$ cat src/verilog/exec_settings.svh
// execute stage settings
// unit latencies shared by the units and the writeback scheduler
`ifndef EXEC_SETTINGS_SVH
`define EXEC_SETTINGS_SVH

// cycles from accept to multiply result, at least 2
`define IMUL_LATENCY 3

// load, 32 shift-subtract steps, sign fix
`define IDIV_LATENCY 34

`endif
$ cat src/verilog/exec_pkg.sv
// execute stage outputs
// register writeback and fetch redirect
`default_nettype none

package exec_pkg;

  typedef struct packed {
    logic        valid;
    logic [4:0]  rd;
    logic [31:0] data;
  } wb_t;

  typedef struct packed {
    logic        valid;
    logic [31:0] target;
  } redirect_t;

endpackage

`default_nettype wire

$ cat src/verilog/uop_pkg.sv
// micro-op types for the execute stage
// one op field, decoded per function unit
`default_nettype none

package uop_pkg;

  typedef enum logic [1:0] {
    FU_ALU, FU_BR, FU_MUL, FU_DIV
  } fu_code_t;

  typedef enum logic [3:0] {
    ALU_ADD, ALU_SUB, ALU_SLT, ALU_SLTU, ALU_XOR,
    ALU_OR, ALU_AND, ALU_SLL, ALU_SRL, ALU_SRA
  } alu_op_t;

  typedef enum logic [3:0] {
    BR_EQ, BR_NE, BR_LT, BR_GE, BR_LTU, BR_GEU, BR_JAL, BR_JALR
  } br_op_t;

  typedef enum logic [3:0] {
    MUL_MUL, MUL_MULH, MUL_MULHSU, MUL_MULHU
  } mul_op_t;

  typedef enum logic [3:0] {
    DIV_DIV, DIV_DIVU, DIV_REM, DIV_REMU
  } div_op_t;

  // same 4 bits, meaning depends on fu
  typedef union packed {
    alu_op_t alu;
    br_op_t  br;
    mul_op_t mul;
    div_op_t div;
  } fu_op_u;

  typedef struct packed {
    logic        valid;
    fu_code_t    fu;
    fu_op_u      op;
    logic [4:0]  rd;   // destination tag
    logic [31:0] pc;
    logic [31:0] imm;
  } micro_op_t;

endpackage

`default_nettype wire

$ cat src/verilog/exec_unit.sv
// execute stage top
// four function units sharing one writeback port
`timescale 1ns/1ns
`default_nettype none

module exec_unit (
  input  logic                clock,
  input  logic                reset,
  input  uop_pkg::micro_op_t  uop,
  input  logic [31:0]         in1,
  input  logic [31:0]         in2,
  output logic                stall,
  output exec_pkg::wb_t       wb,
  output exec_pkg::redirect_t redirect
);

  logic          accept;
  exec_pkg::wb_t alu_res, br_res, mul_res, div_res;

  alu alu_inst (
    .clock(clock), .reset(reset), .accept(accept), .uop(uop),
    .in1(in1), .in2(in2), .result(alu_res)
  );

  branch_unit branch_unit_inst (
    .clock(clock), .reset(reset), .accept(accept), .uop(uop),
    .in1(in1), .in2(in2), .result(br_res), .redirect(redirect)
  );

  imul imul_inst (
    .clock(clock), .reset(reset), .accept(accept), .uop(uop),
    .in1(in1), .in2(in2), .result(mul_res)
  );

  idiv idiv_inst (
    .clock(clock), .reset(reset), .accept(accept), .uop(uop),
    .in1(in1), .in2(in2), .result(div_res)
  );

  wb_scheduler wb_scheduler_inst (
    .clock(clock), .reset(reset), .uop(uop),
    .alu_res(alu_res), .br_res(br_res), .mul_res(mul_res), .div_res(div_res),
    .stall(stall), .accept(accept), .wb(wb)
  );

endmodule

`default_nettype wire

$ cat src/verilog/wb_scheduler.sv
// writeback scheduler
// reserves the result port per finishing cycle, stalls on conflicts
// and merges the unit results
`timescale 1ns/1ns
`default_nettype none
`include "exec_settings.svh"

module wb_scheduler (
  input  logic               clock,
  input  logic               reset,
  input  uop_pkg::micro_op_t uop,
  input  exec_pkg::wb_t      alu_res,
  input  exec_pkg::wb_t      br_res,
  input  exec_pkg::wb_t      mul_res,
  input  exec_pkg::wb_t      div_res,
  output logic               stall,
  output logic               accept,
  output exec_pkg::wb_t      wb
);

  localparam int RESV_W = `IDIV_LATENCY + 1;

  logic [RESV_W-1:0] resv;  // bit k, port taken k cycles from now
  logic [RESV_W-1:0] new_slot;
  logic [5:0]        lat;
  logic [5:0]        div_busy;
  logic              is_div;

  always_comb begin
    case (uop.fu)
      uop_pkg::FU_MUL: lat = 6'(`IMUL_LATENCY);
      uop_pkg::FU_DIV: lat = 6'(`IDIV_LATENCY);
      default:         lat = 6'd1;
    endcase
  end

  assign is_div   = uop.fu == uop_pkg::FU_DIV;
  assign stall    = uop.valid & (resv[lat] | (is_div & (div_busy != '0)));
  assign accept   = uop.valid & ~stall;
  assign new_slot = RESV_W'(1) << (lat - 6'd1);  // one cycle closer after the edge

  always_ff @(posedge clock) begin
    if (reset) begin
      resv     <= '0;
      div_busy <= '0;
    end else begin
      resv <= (resv >> 1) | (accept ? new_slot : '0);
      if (accept & is_div)
        div_busy <= 6'(`IDIV_LATENCY - 1);
      else if (div_busy != '0)
        div_busy <= div_busy - 6'd1;
    end
  end

  // at most one valid, guaranteed by resv
  assign wb = ({38{alu_res.valid}} & alu_res) | ({38{br_res.valid}} & br_res) |
              ({38{mul_res.valid}} & mul_res) | ({38{div_res.valid}} & div_res);

endmodule

`default_nettype wire

$ cat src/verilog/idiv.sv
// radix-2 restoring divider
// works on magnitudes, signs applied in the last cycle
`timescale 1ns/1ns
`default_nettype none
`include "exec_settings.svh"

module idiv (
  input  logic                clock,
  input  logic                reset,
  input  logic                accept,
  input  uop_pkg::micro_op_t  uop,
  input  logic [31:0]         in1,
  input  logic [31:0]         in2,
  output exec_pkg::wb_t       result
);

  logic        start, signed_op, a_neg, b_neg;
  logic [31:0] a_mag, b_mag;
  logic [5:0]  cnt;  // remaining cycles
  logic [31:0] divisor, quot, rem;
  logic        q_neg, r_neg, is_rem;
  logic [4:0]  rd_q;
  logic [32:0] shifted;
  logic        fits;
  logic        valid_q;
  logic [4:0]  rd_out;
  logic [31:0] data_q;

  assign start     = accept & (uop.fu == uop_pkg::FU_DIV);
  assign signed_op = (uop.op.div == uop_pkg::DIV_DIV) | (uop.op.div == uop_pkg::DIV_REM);
  assign a_neg     = signed_op & in1[31];
  assign b_neg     = signed_op & in2[31];
  assign a_mag     = a_neg ? -in1 : in1;
  assign b_mag     = b_neg ? -in2 : in2;

  assign shifted = {rem, quot[31]};
  assign fits    = shifted >= {1'b0, divisor};

  always_ff @(posedge clock) begin
    if (reset) begin
      cnt     <= '0;
      valid_q <= 1'b0;
    end else begin
      valid_q <= cnt == 6'd1;
      if (start)
        cnt <= 6'(`IDIV_LATENCY - 1);
      else if (cnt != '0)
        cnt <= cnt - 6'd1;
    end
  end

  always_ff @(posedge clock) begin
    if (start) begin
      divisor <= b_mag;
      quot    <= a_mag;
      rem     <= '0;
      // x/0 keeps an all-ones quotient, rem falls out as the dividend
      q_neg   <= (a_neg ^ b_neg) & (in2 != '0);
      r_neg   <= a_neg;
      is_rem  <= (uop.op.div == uop_pkg::DIV_REM) | (uop.op.div == uop_pkg::DIV_REMU);
      rd_q    <= uop.rd;
    end else if (cnt > 6'd1) begin
      rem  <= fits ? 32'(shifted - {1'b0, divisor}) : shifted[31:0];
      quot <= {quot[30:0], fits};
    end
    if (cnt == 6'd1) begin  // min int / -1 gives min int, rem 0 naturally
      data_q <= is_rem ? (r_neg ? -rem : rem) : (q_neg ? -quot : quot);
      rd_out <= rd_q;
    end
  end

  assign result = '{valid: valid_q, rd: rd_out, data: data_q};

endmodule

`default_nettype wire

$ cat src/verilog/imul.sv
// pipelined 32x32 multiplier
// 33-bit extended operands cover mul, mulh, mulhsu and mulhu
`timescale 1ns/1ns
`default_nettype none
`include "exec_settings.svh"

module imul (
  input  logic                clock,
  input  logic                reset,
  input  logic                accept,
  input  uop_pkg::micro_op_t  uop,
  input  logic [31:0]         in1,
  input  logic [31:0]         in2,
  output exec_pkg::wb_t       result
);

  localparam int DEPTH = `IMUL_LATENCY;

  logic              start, a_signed, b_signed;
  logic [32:0]       a_ext, b_ext;
  logic [65:0]       product;
  logic [DEPTH-1:0]  valid_q;
  logic [DEPTH-1:0]  hi_q;
  logic [4:0]        rd_q   [DEPTH];
  logic [65:0]       prod_q [DEPTH];

  assign start    = accept & (uop.fu == uop_pkg::FU_MUL);
  assign a_signed = uop.op.mul != uop_pkg::MUL_MULHU;
  assign b_signed = (uop.op.mul == uop_pkg::MUL_MUL) | (uop.op.mul == uop_pkg::MUL_MULH);

  assign a_ext   = {a_signed & in1[31], in1};
  assign b_ext   = {b_signed & in2[31], in2};
  assign product = 66'($signed(a_ext) * $signed(b_ext));

  always_ff @(posedge clock) begin
    if (reset) begin
      valid_q <= '0;
    end else begin
      valid_q <= {valid_q[DEPTH-2:0], start};
    end
  end

  always_ff @(posedge clock) begin
    hi_q      <= {hi_q[DEPTH-2:0], uop.op.mul != uop_pkg::MUL_MUL};
    rd_q[0]   <= uop.rd;
    prod_q[0] <= product;
    for (int i = 1; i < DEPTH; i++) begin
      rd_q[i]   <= rd_q[i-1];
      prod_q[i] <= prod_q[i-1];
    end
  end

  // high word for everything but mul
  assign result = '{valid: valid_q[DEPTH-1],
                    rd:    rd_q[DEPTH-1],
                    data:  hi_q[DEPTH-1] ? prod_q[DEPTH-1][63:32] : prod_q[DEPTH-1][31:0]};

endmodule

`default_nettype wire

$ cat src/verilog/branch_unit.sv
// branch unit
// compare, target and link value, all registered
`timescale 1ns/1ns
`default_nettype none

module branch_unit (
  input  logic                clock,
  input  logic                reset,
  input  logic                accept,
  input  uop_pkg::micro_op_t  uop,
  input  logic [31:0]         in1,
  input  logic [31:0]         in2,
  output exec_pkg::wb_t       result,
  output exec_pkg::redirect_t redirect
);

  logic        eq, lt, ge, ltu, geu;
  logic        is_jal, is_jalr, taken, start;
  logic [31:0] target;
  logic        wb_valid_q, redir_valid_q;
  logic [4:0]  rd_q;
  logic [31:0] link_q, target_q;

  assign eq  = in1 == in2;
  assign lt  = $signed(in1) < $signed(in2);
  assign ge  = $signed(in1) >= $signed(in2);  // >= for bge, not >
  assign ltu = in1 < in2;
  assign geu = in1 >= in2;

  assign is_jal  = uop.op.br == uop_pkg::BR_JAL;
  assign is_jalr = uop.op.br == uop_pkg::BR_JALR;
  assign start   = accept & (uop.fu == uop_pkg::FU_BR);

  always_comb begin
    case (uop.op.br)
      uop_pkg::BR_EQ:  taken = eq;
      uop_pkg::BR_NE:  taken = ~eq;
      uop_pkg::BR_LT:  taken = lt;
      uop_pkg::BR_GE:  taken = ge;
      uop_pkg::BR_LTU: taken = ltu;
      uop_pkg::BR_GEU: taken = geu;
      default:         taken = is_jal | is_jalr;
    endcase
  end

  // jalr clears bit 0
  assign target = is_jalr ? ((in1 + uop.imm) & ~32'd1) : uop.pc + uop.imm;

  always_ff @(posedge clock) begin
    if (reset) begin
      wb_valid_q    <= 1'b0;
      redir_valid_q <= 1'b0;
    end else begin
      wb_valid_q    <= start & (is_jal | is_jalr);  // link write only
      redir_valid_q <= start & taken;
    end
  end

  always_ff @(posedge clock) begin
    rd_q     <= uop.rd;
    link_q   <= uop.pc + 32'd4;
    target_q <= target;
  end

  assign result   = '{valid: wb_valid_q, rd: rd_q, data: link_q};
  assign redirect = '{valid: redir_valid_q, target: target_q};

endmodule

`default_nettype wire

$ cat src/verilog/alu.sv
// integer ALU, one cycle, registered result
`timescale 1ns/1ns
`default_nettype none

module alu (
  input  logic                clock,
  input  logic                reset,
  input  logic                accept,
  input  uop_pkg::micro_op_t  uop,
  input  logic [31:0]         in1,
  input  logic [31:0]         in2,
  output exec_pkg::wb_t       result
);

  logic [31:0] res;
  logic [4:0]  shamt;
  logic        valid_q;
  logic [4:0]  rd_q;
  logic [31:0] data_q;

  assign shamt = in2[4:0];  // upper bits ignored

  always_comb begin
    case (uop.op.alu)
      uop_pkg::ALU_ADD:  res = in1 + in2;
      uop_pkg::ALU_SUB:  res = in1 - in2;
      uop_pkg::ALU_SLT:  res = {31'b0, $signed(in1) < $signed(in2)};
      uop_pkg::ALU_SLTU: res = {31'b0, in1 < in2};
      uop_pkg::ALU_XOR:  res = in1 ^ in2;
      uop_pkg::ALU_OR:   res = in1 | in2;
      uop_pkg::ALU_AND:  res = in1 & in2;
      uop_pkg::ALU_SLL:  res = in1 << shamt;
      uop_pkg::ALU_SRL:  res = in1 >> shamt;
      uop_pkg::ALU_SRA:  res = $unsigned($signed(in1) >>> shamt);
      default:           res = '0;
    endcase
  end

  always_ff @(posedge clock) begin
    if (reset) begin
      valid_q <= 1'b0;
    end else begin
      valid_q <= accept & (uop.fu == uop_pkg::FU_ALU);
    end
  end

  always_ff @(posedge clock) begin
    rd_q   <= uop.rd;
    data_q <= res;
  end

  assign result = '{valid: valid_q, rd: rd_q, data: data_q};

endmodule

`default_nettype wire

$ cat config.mk
export PLATFORM = sky130hd
export DESIGN_NAME = exec_unit
export DESIGN_NICKNAME = d
export VERILOG_FILES = /design/src/verilog/exec_pkg.sv /design/src/verilog/uop_pkg.sv /design/src/verilog/exec_unit.sv /design/src/verilog/wb_scheduler.sv /design/src/verilog/idiv.sv /design/src/verilog/imul.sv /design/src/verilog/branch_unit.sv /design/src/verilog/alu.sv
export VERILOG_INCLUDE_DIRS = /design/src /design/src/verilog
export SDC_FILE = /design/constraint.sdc
export NUM_CORES = 2
export LEC_CHECK = 0
export BUFFER_PORTS_ARGS = -buffer_cell sky130_fd_sc_hd__buf_2
export CORE_MARGIN = 2
export CORE_UTILIZATION = 67
export DETAILED_ROUTE_END_ITERATION = 12
export PLACE_DENSITY = 0.85
export SETUP_SLACK_MARGIN = 0.02
export SYNTH_ARGS = -nofsm -noshare
export SYNTH_HDL_FRONTEND = slang
export SYNTH_HIERARCHICAL = 1
export SYNTH_SLANG_ARGS = --single-unit
$ cat constraint.sdc
create_clock -name clock -period 11.9 [get_ports clock]
set_input_delay 0.595 -clock clock [delete_from_list [all_inputs] [get_ports clock]]
set_output_delay 0.595 -clock clock [all_outputs]
set_load 0.005 [all_outputs]
* Word-level counts from Yosys, hierarchy flattened
Memory sizes are Yosys's and may differ from the RTL's.
Cells that the tools add are included.
** Word-level totals
- Output and inout bits :: 72
- Memories :: 2
- Register bits after elaboration :: 299
- Bits in writable memories :: 213
** Cells by class
- Add/sub/neg operators :: 13
- Bitwise logic cells :: 33
- Muxes and demuxes :: 20
- Multipliers :: 1
- Reductions and logical operators :: 10
- Shifts and indexed selects :: 4
- $lt $le $gt $ge :: 7
- Equality and inequality tests :: 15
** Memories
- imul_inst.prod_q :: words 3, width 66, rd ports 3, clocked after memory_dff 0, wr ports 3, RTL line imul.sv:25 : logic [65:0] prod_q [DEPTH];
- imul_inst.rd_q :: words 3, width 5, rd ports 3, clocked after memory_dff 0, wr ports 3, RTL line imul.sv:24 : logic [4:0] rd_q [DEPTH];
** Operators with widths (count)
- $mux 32 :: 10
- $pmux 32 s10 :: 1
- $and 38x38->38 :: 4
- $neg 32->32 :: 4
- $or 38x38->38 :: 3
- $add 32x32->32 :: 3
- $mul 33x33->66 :: 1
- $ge 32x32->1 :: 2
- $lt 32x32->1 :: 2
- $sub 32x32->32 :: 2
- $mux 35 :: 1
- $or 34x35->35 :: 1
- $shl 1x6->35 const A :: 1
- $ge 33x32->1 :: 1
- $add 32x3->32 const B :: 1
- $and 32x32->32 :: 1
- $eq 32x32->1 :: 1
- $or 32x32->32 :: 1
- $reduce_bool 32->1 :: 1
- $shl 32x5->32 :: 1
- $shr 32x5->32 :: 1
- $sshr 32x5->32 :: 1
- $xor 32x32->32 :: 1
- $mux 6 :: 4
- other kinds (25) :: 54

* Longest topological paths before layout
- Word-level depth :: 10
- Gate-level depth with buffers :: 31

* Cells and area by module
Netlist, hierarchy kept.
** Modules (own cells, without submodules)
- imul :: instances 1, cells an instance 4387, area each 42288.1 um^2
- idiv :: instances 1, cells an instance 1113, area each 10040.9 um^2
- alu :: instances 1, cells an instance 1263, area each 8898.5 um^2
- branch_unit :: instances 1, cells an instance 798, area each 6388.6 um^2
- wb_scheduler :: instances 1, cells an instance 245, area each 2064.5 um^2

* Least setup slack after synthesis
No wires, ideal clock.
- Path type :: input-to-reg
- Start :: input port uop[72] (netlist name)
- End :: memory imul_inst.prod_q[0][62]
- Stages :: 26
- Arrival :: 7.838 ns
- Path slack :: 3.990 ns
- Required time :: 11.828 ns
- Cells stage by stage :: nor2_1 a31oi_1 clkbuf_1 and2_1 fa_1 fa_1 fa_1 inv_1 fa_1 fa_1 fa_1 fa_1 fa_1 inv_1 ha_1 clkbuf_1 a21o_1 a21o_1 a211oi_1 o21ai_0 a21oi_1 o31ai_1 a311oi_2 nand2_1 a211oi_1 xnor2_1
** RTL lines
- from (decl) :: RTL line exec_unit.sv:9 : input uop_pkg::micro_op_t uop,
- to (decl) :: RTL line imul.sv:25

==> qor.csv <==
metric,value,unit
yosysMostFrequentCell,inv_1,
period_needed,8990,ps
clkLatencyLatePin,630,ps
worstSetupStartpointType,primary input,
synth_cell_type_count,117,
synthTopCellsByArea,"fa_1, dfxtp_1, ha_1",
fillers,7732,
gpl.final_weighted_congestion,1.09,
fp.dieW,326,um
post_cts_resized,0,
maxSlewHeadroom,0.260,
finalWirelength,228,mm
wire_per_inst,24.8,um
drc,0,
path_class,in2reg,
drt-pass1-iter-count,9,
clockBufferDepth,3,
crit_arrival,9540,ps
syn_avg_cell_area,8.93,sq um
grt_pass1_vias,60628,
synth_edf_count,109,
postCtsHoldBufs,0,
core,0.103,sq mm
cts_max_level,2,
max-cap-violations,0,
vias,58492,
cts_tree,built,
finClkSkew,17.8,ps
cp_slowest_cell,buf_2,
ios,214,
nets,9496,
drive_gt1_frac,0.0699,
grt_max_degree,96,
clk_pin_slew,70,ps
yosysTopAreaCell,fa_1,
tns,0,ps
syn_inst,7806,
final_hold_viol_count,0,
cp_top_family,adder cells,
slew_violations,0,
syn_to_final_growth,5.21,%
ys_seq_area_frac,0.162,
grt_use_total,0.429,
slowest_delay,690,ps
cp_num_buf_inv,6,
cts_setup_buffers,0,
vias_per_cell,6.35,
start_util,0.674,
rows,118,
dieArea,0.107,sq mm
status,completed,
cts_root_buffer,clkbuf_16,
crit_path_frequent_cell,fa_1,
cts_sinks,510,
port_buffers,213,
regArea,0.0113,sq mm
synthFlopType,dfxtp_1,
dp_cells,9111,
fin_crit_sh,0.756,
dp_hpwl,173,mm
grt_pass1_wl,349,mm
numCtsBuffers,49,
netlist_area,0.0697,sq mm
crit_required,12450,ps
ant_nets,0,
netlist_top_cells_count,"inv_1, fa_1, nand2_1",
final-setup-viol-count,0,
synth-seq-cells,510,
synth_top_area_frac,0.325,
fp.dieH,326,um
synthArstFlopShare,0,
worst_slew_pin_slew,1110,ps
syn-num-nets,9520,
end_kind,flop,
crit_fanout,32,
multi_input_area,0.0518,sq mm
yosysWarningCount,6,
rsz0062_at_grt,no,
drt-initial-drc-count,7015,
hp-class,in2reg,
antenna_found_initial,21,
final_cells,9209,
grt_overflow,0,
fmax,111,MHz
==> layer usage <==
metal / vias to the layer above / global-route usage / routed length (um)
met5: - / 0 / 161
li1: 24869 / - / -
met2: 4009 / 0.652 / 99400
met3: 1045 / 0.133 / 32000
met1: 28545 / 0.545 / 80800
met4: 24 / 0.247 / 15700
==> sequential cells by signal (all words and copies together), names as in the netlist, 6 cells and up <==
signal / count
alu_inst/data_q: 32
branch_unit_inst/link_q: 32
branch_unit_inst/target_q: 32
idiv_inst/cnt: 6
idiv_inst/data_q: 32
idiv_inst/divisor: 32
idiv_inst/quot: 32
idiv_inst/rem: 32
imul_inst/prod_q: 192
imul_inst/rd_q: 15
wb_scheduler_inst/div_busy: 6
wb_scheduler_inst/resv: 34
==> logic make-up (layout without fill, tap and decap cells) <==
group,after synthesis,count (layout),share of synthesized area
mux,168,168,0.0287
xor+xnor,326,326,0.0410
other cells,1,7,0.0000538
simple gates,2223,2223,0.150
fa+ha+maj,1572,1572,0.404
buf+inv,1713,1730,0.0952
flops,510,510,0.162
compound gates,1293,1293,0.119
==> cell type report <==
type | count | share of cell area
Antenna cell | 6 | 0.000205
Clock buffer | 65 | 0.0185
Clock inverter | 27 | 0.00404
Inverter | 1312 | 0.0672
Multi-Input combinational cell | 5583 | 0.706
Sequential cell | 510 | 0.154
Tap cell | 1380 | 0.0236
Timing Repair Buffer | 326 | 0.0262
==> worst paths after layout <==
| check | startpoint | end | slack (ps) | cells past startpoint |
|---|---|---|---|---|
| setup / recovery | in1[31] | imul_inst/prod_q[0][62] | 2910 | 27 |
| hold / removal | uop[32] | branch_unit_inst/link_q[0] | 90 | 1 |
| setup reg to reg | idiv_inst/divisor[1] | idiv_inst/rem[20] | 7870 | 11 |
| hold reg to reg | imul_inst/prod_q[0][97] | imul_inst/prod_q[0][163] | 320 | 0 |
==> worst register-to-register path, stage by stage, from the launching register on <==
cell	delay, ps
edfxtp_1	430
inv_1	70
ha_1	320
nand2b_1	90
a211oi_1	390
o211ai_1	240
a211oi_1	560
o211ai_1	150
a311o_1	510
nand2_2	640
o311ai_0	370
a21oi_1	190
==> stage by stage <==
step | cell area [sq um] | hold slack, ps | setup WS [ps] | util
finish | 73300 | 90.0 | 2910 | 0.709
global route | 73300 | 77.3 | 2520 | 0.709
CTS | 73300 | 67.2 | 3080 | 0.709
detailed placement | 71600 | 312 | 2440 | 0.693
global placement | 71600 | 310 | 2650 | 0.693
floorplan | 69700 | 310 | 3990 | -
==> layout by cell type (no fill, tap or decap), types with 80 or more instances in the layout <==
| cell | n |
|---|---|
| a22oi_1 | 80 |
| xor2_1 | 145 |
| mux2i_1 | 105 |
| xnor2_1 | 181 |
| nor2_1 | 336 |
| edfxtp_1 | 109 |
| inv_1 | 1306 |
| o21ai_0 | 309 |
| fa_1 | 1130 |
| a21o_1 | 89 |
| dfxtp_1 | 401 |
| nand2_1 | 1056 |
| ha_1 | 442 |
| buf_4 | 115 |
| and2_1 | 355 |
| buf_2 | 211 |
| a21oi_1 | 364 |
Power is left out: the tool's default activity adds up to more than one toggle a clock period on the data nets, which glitch-free logic cannot reach.
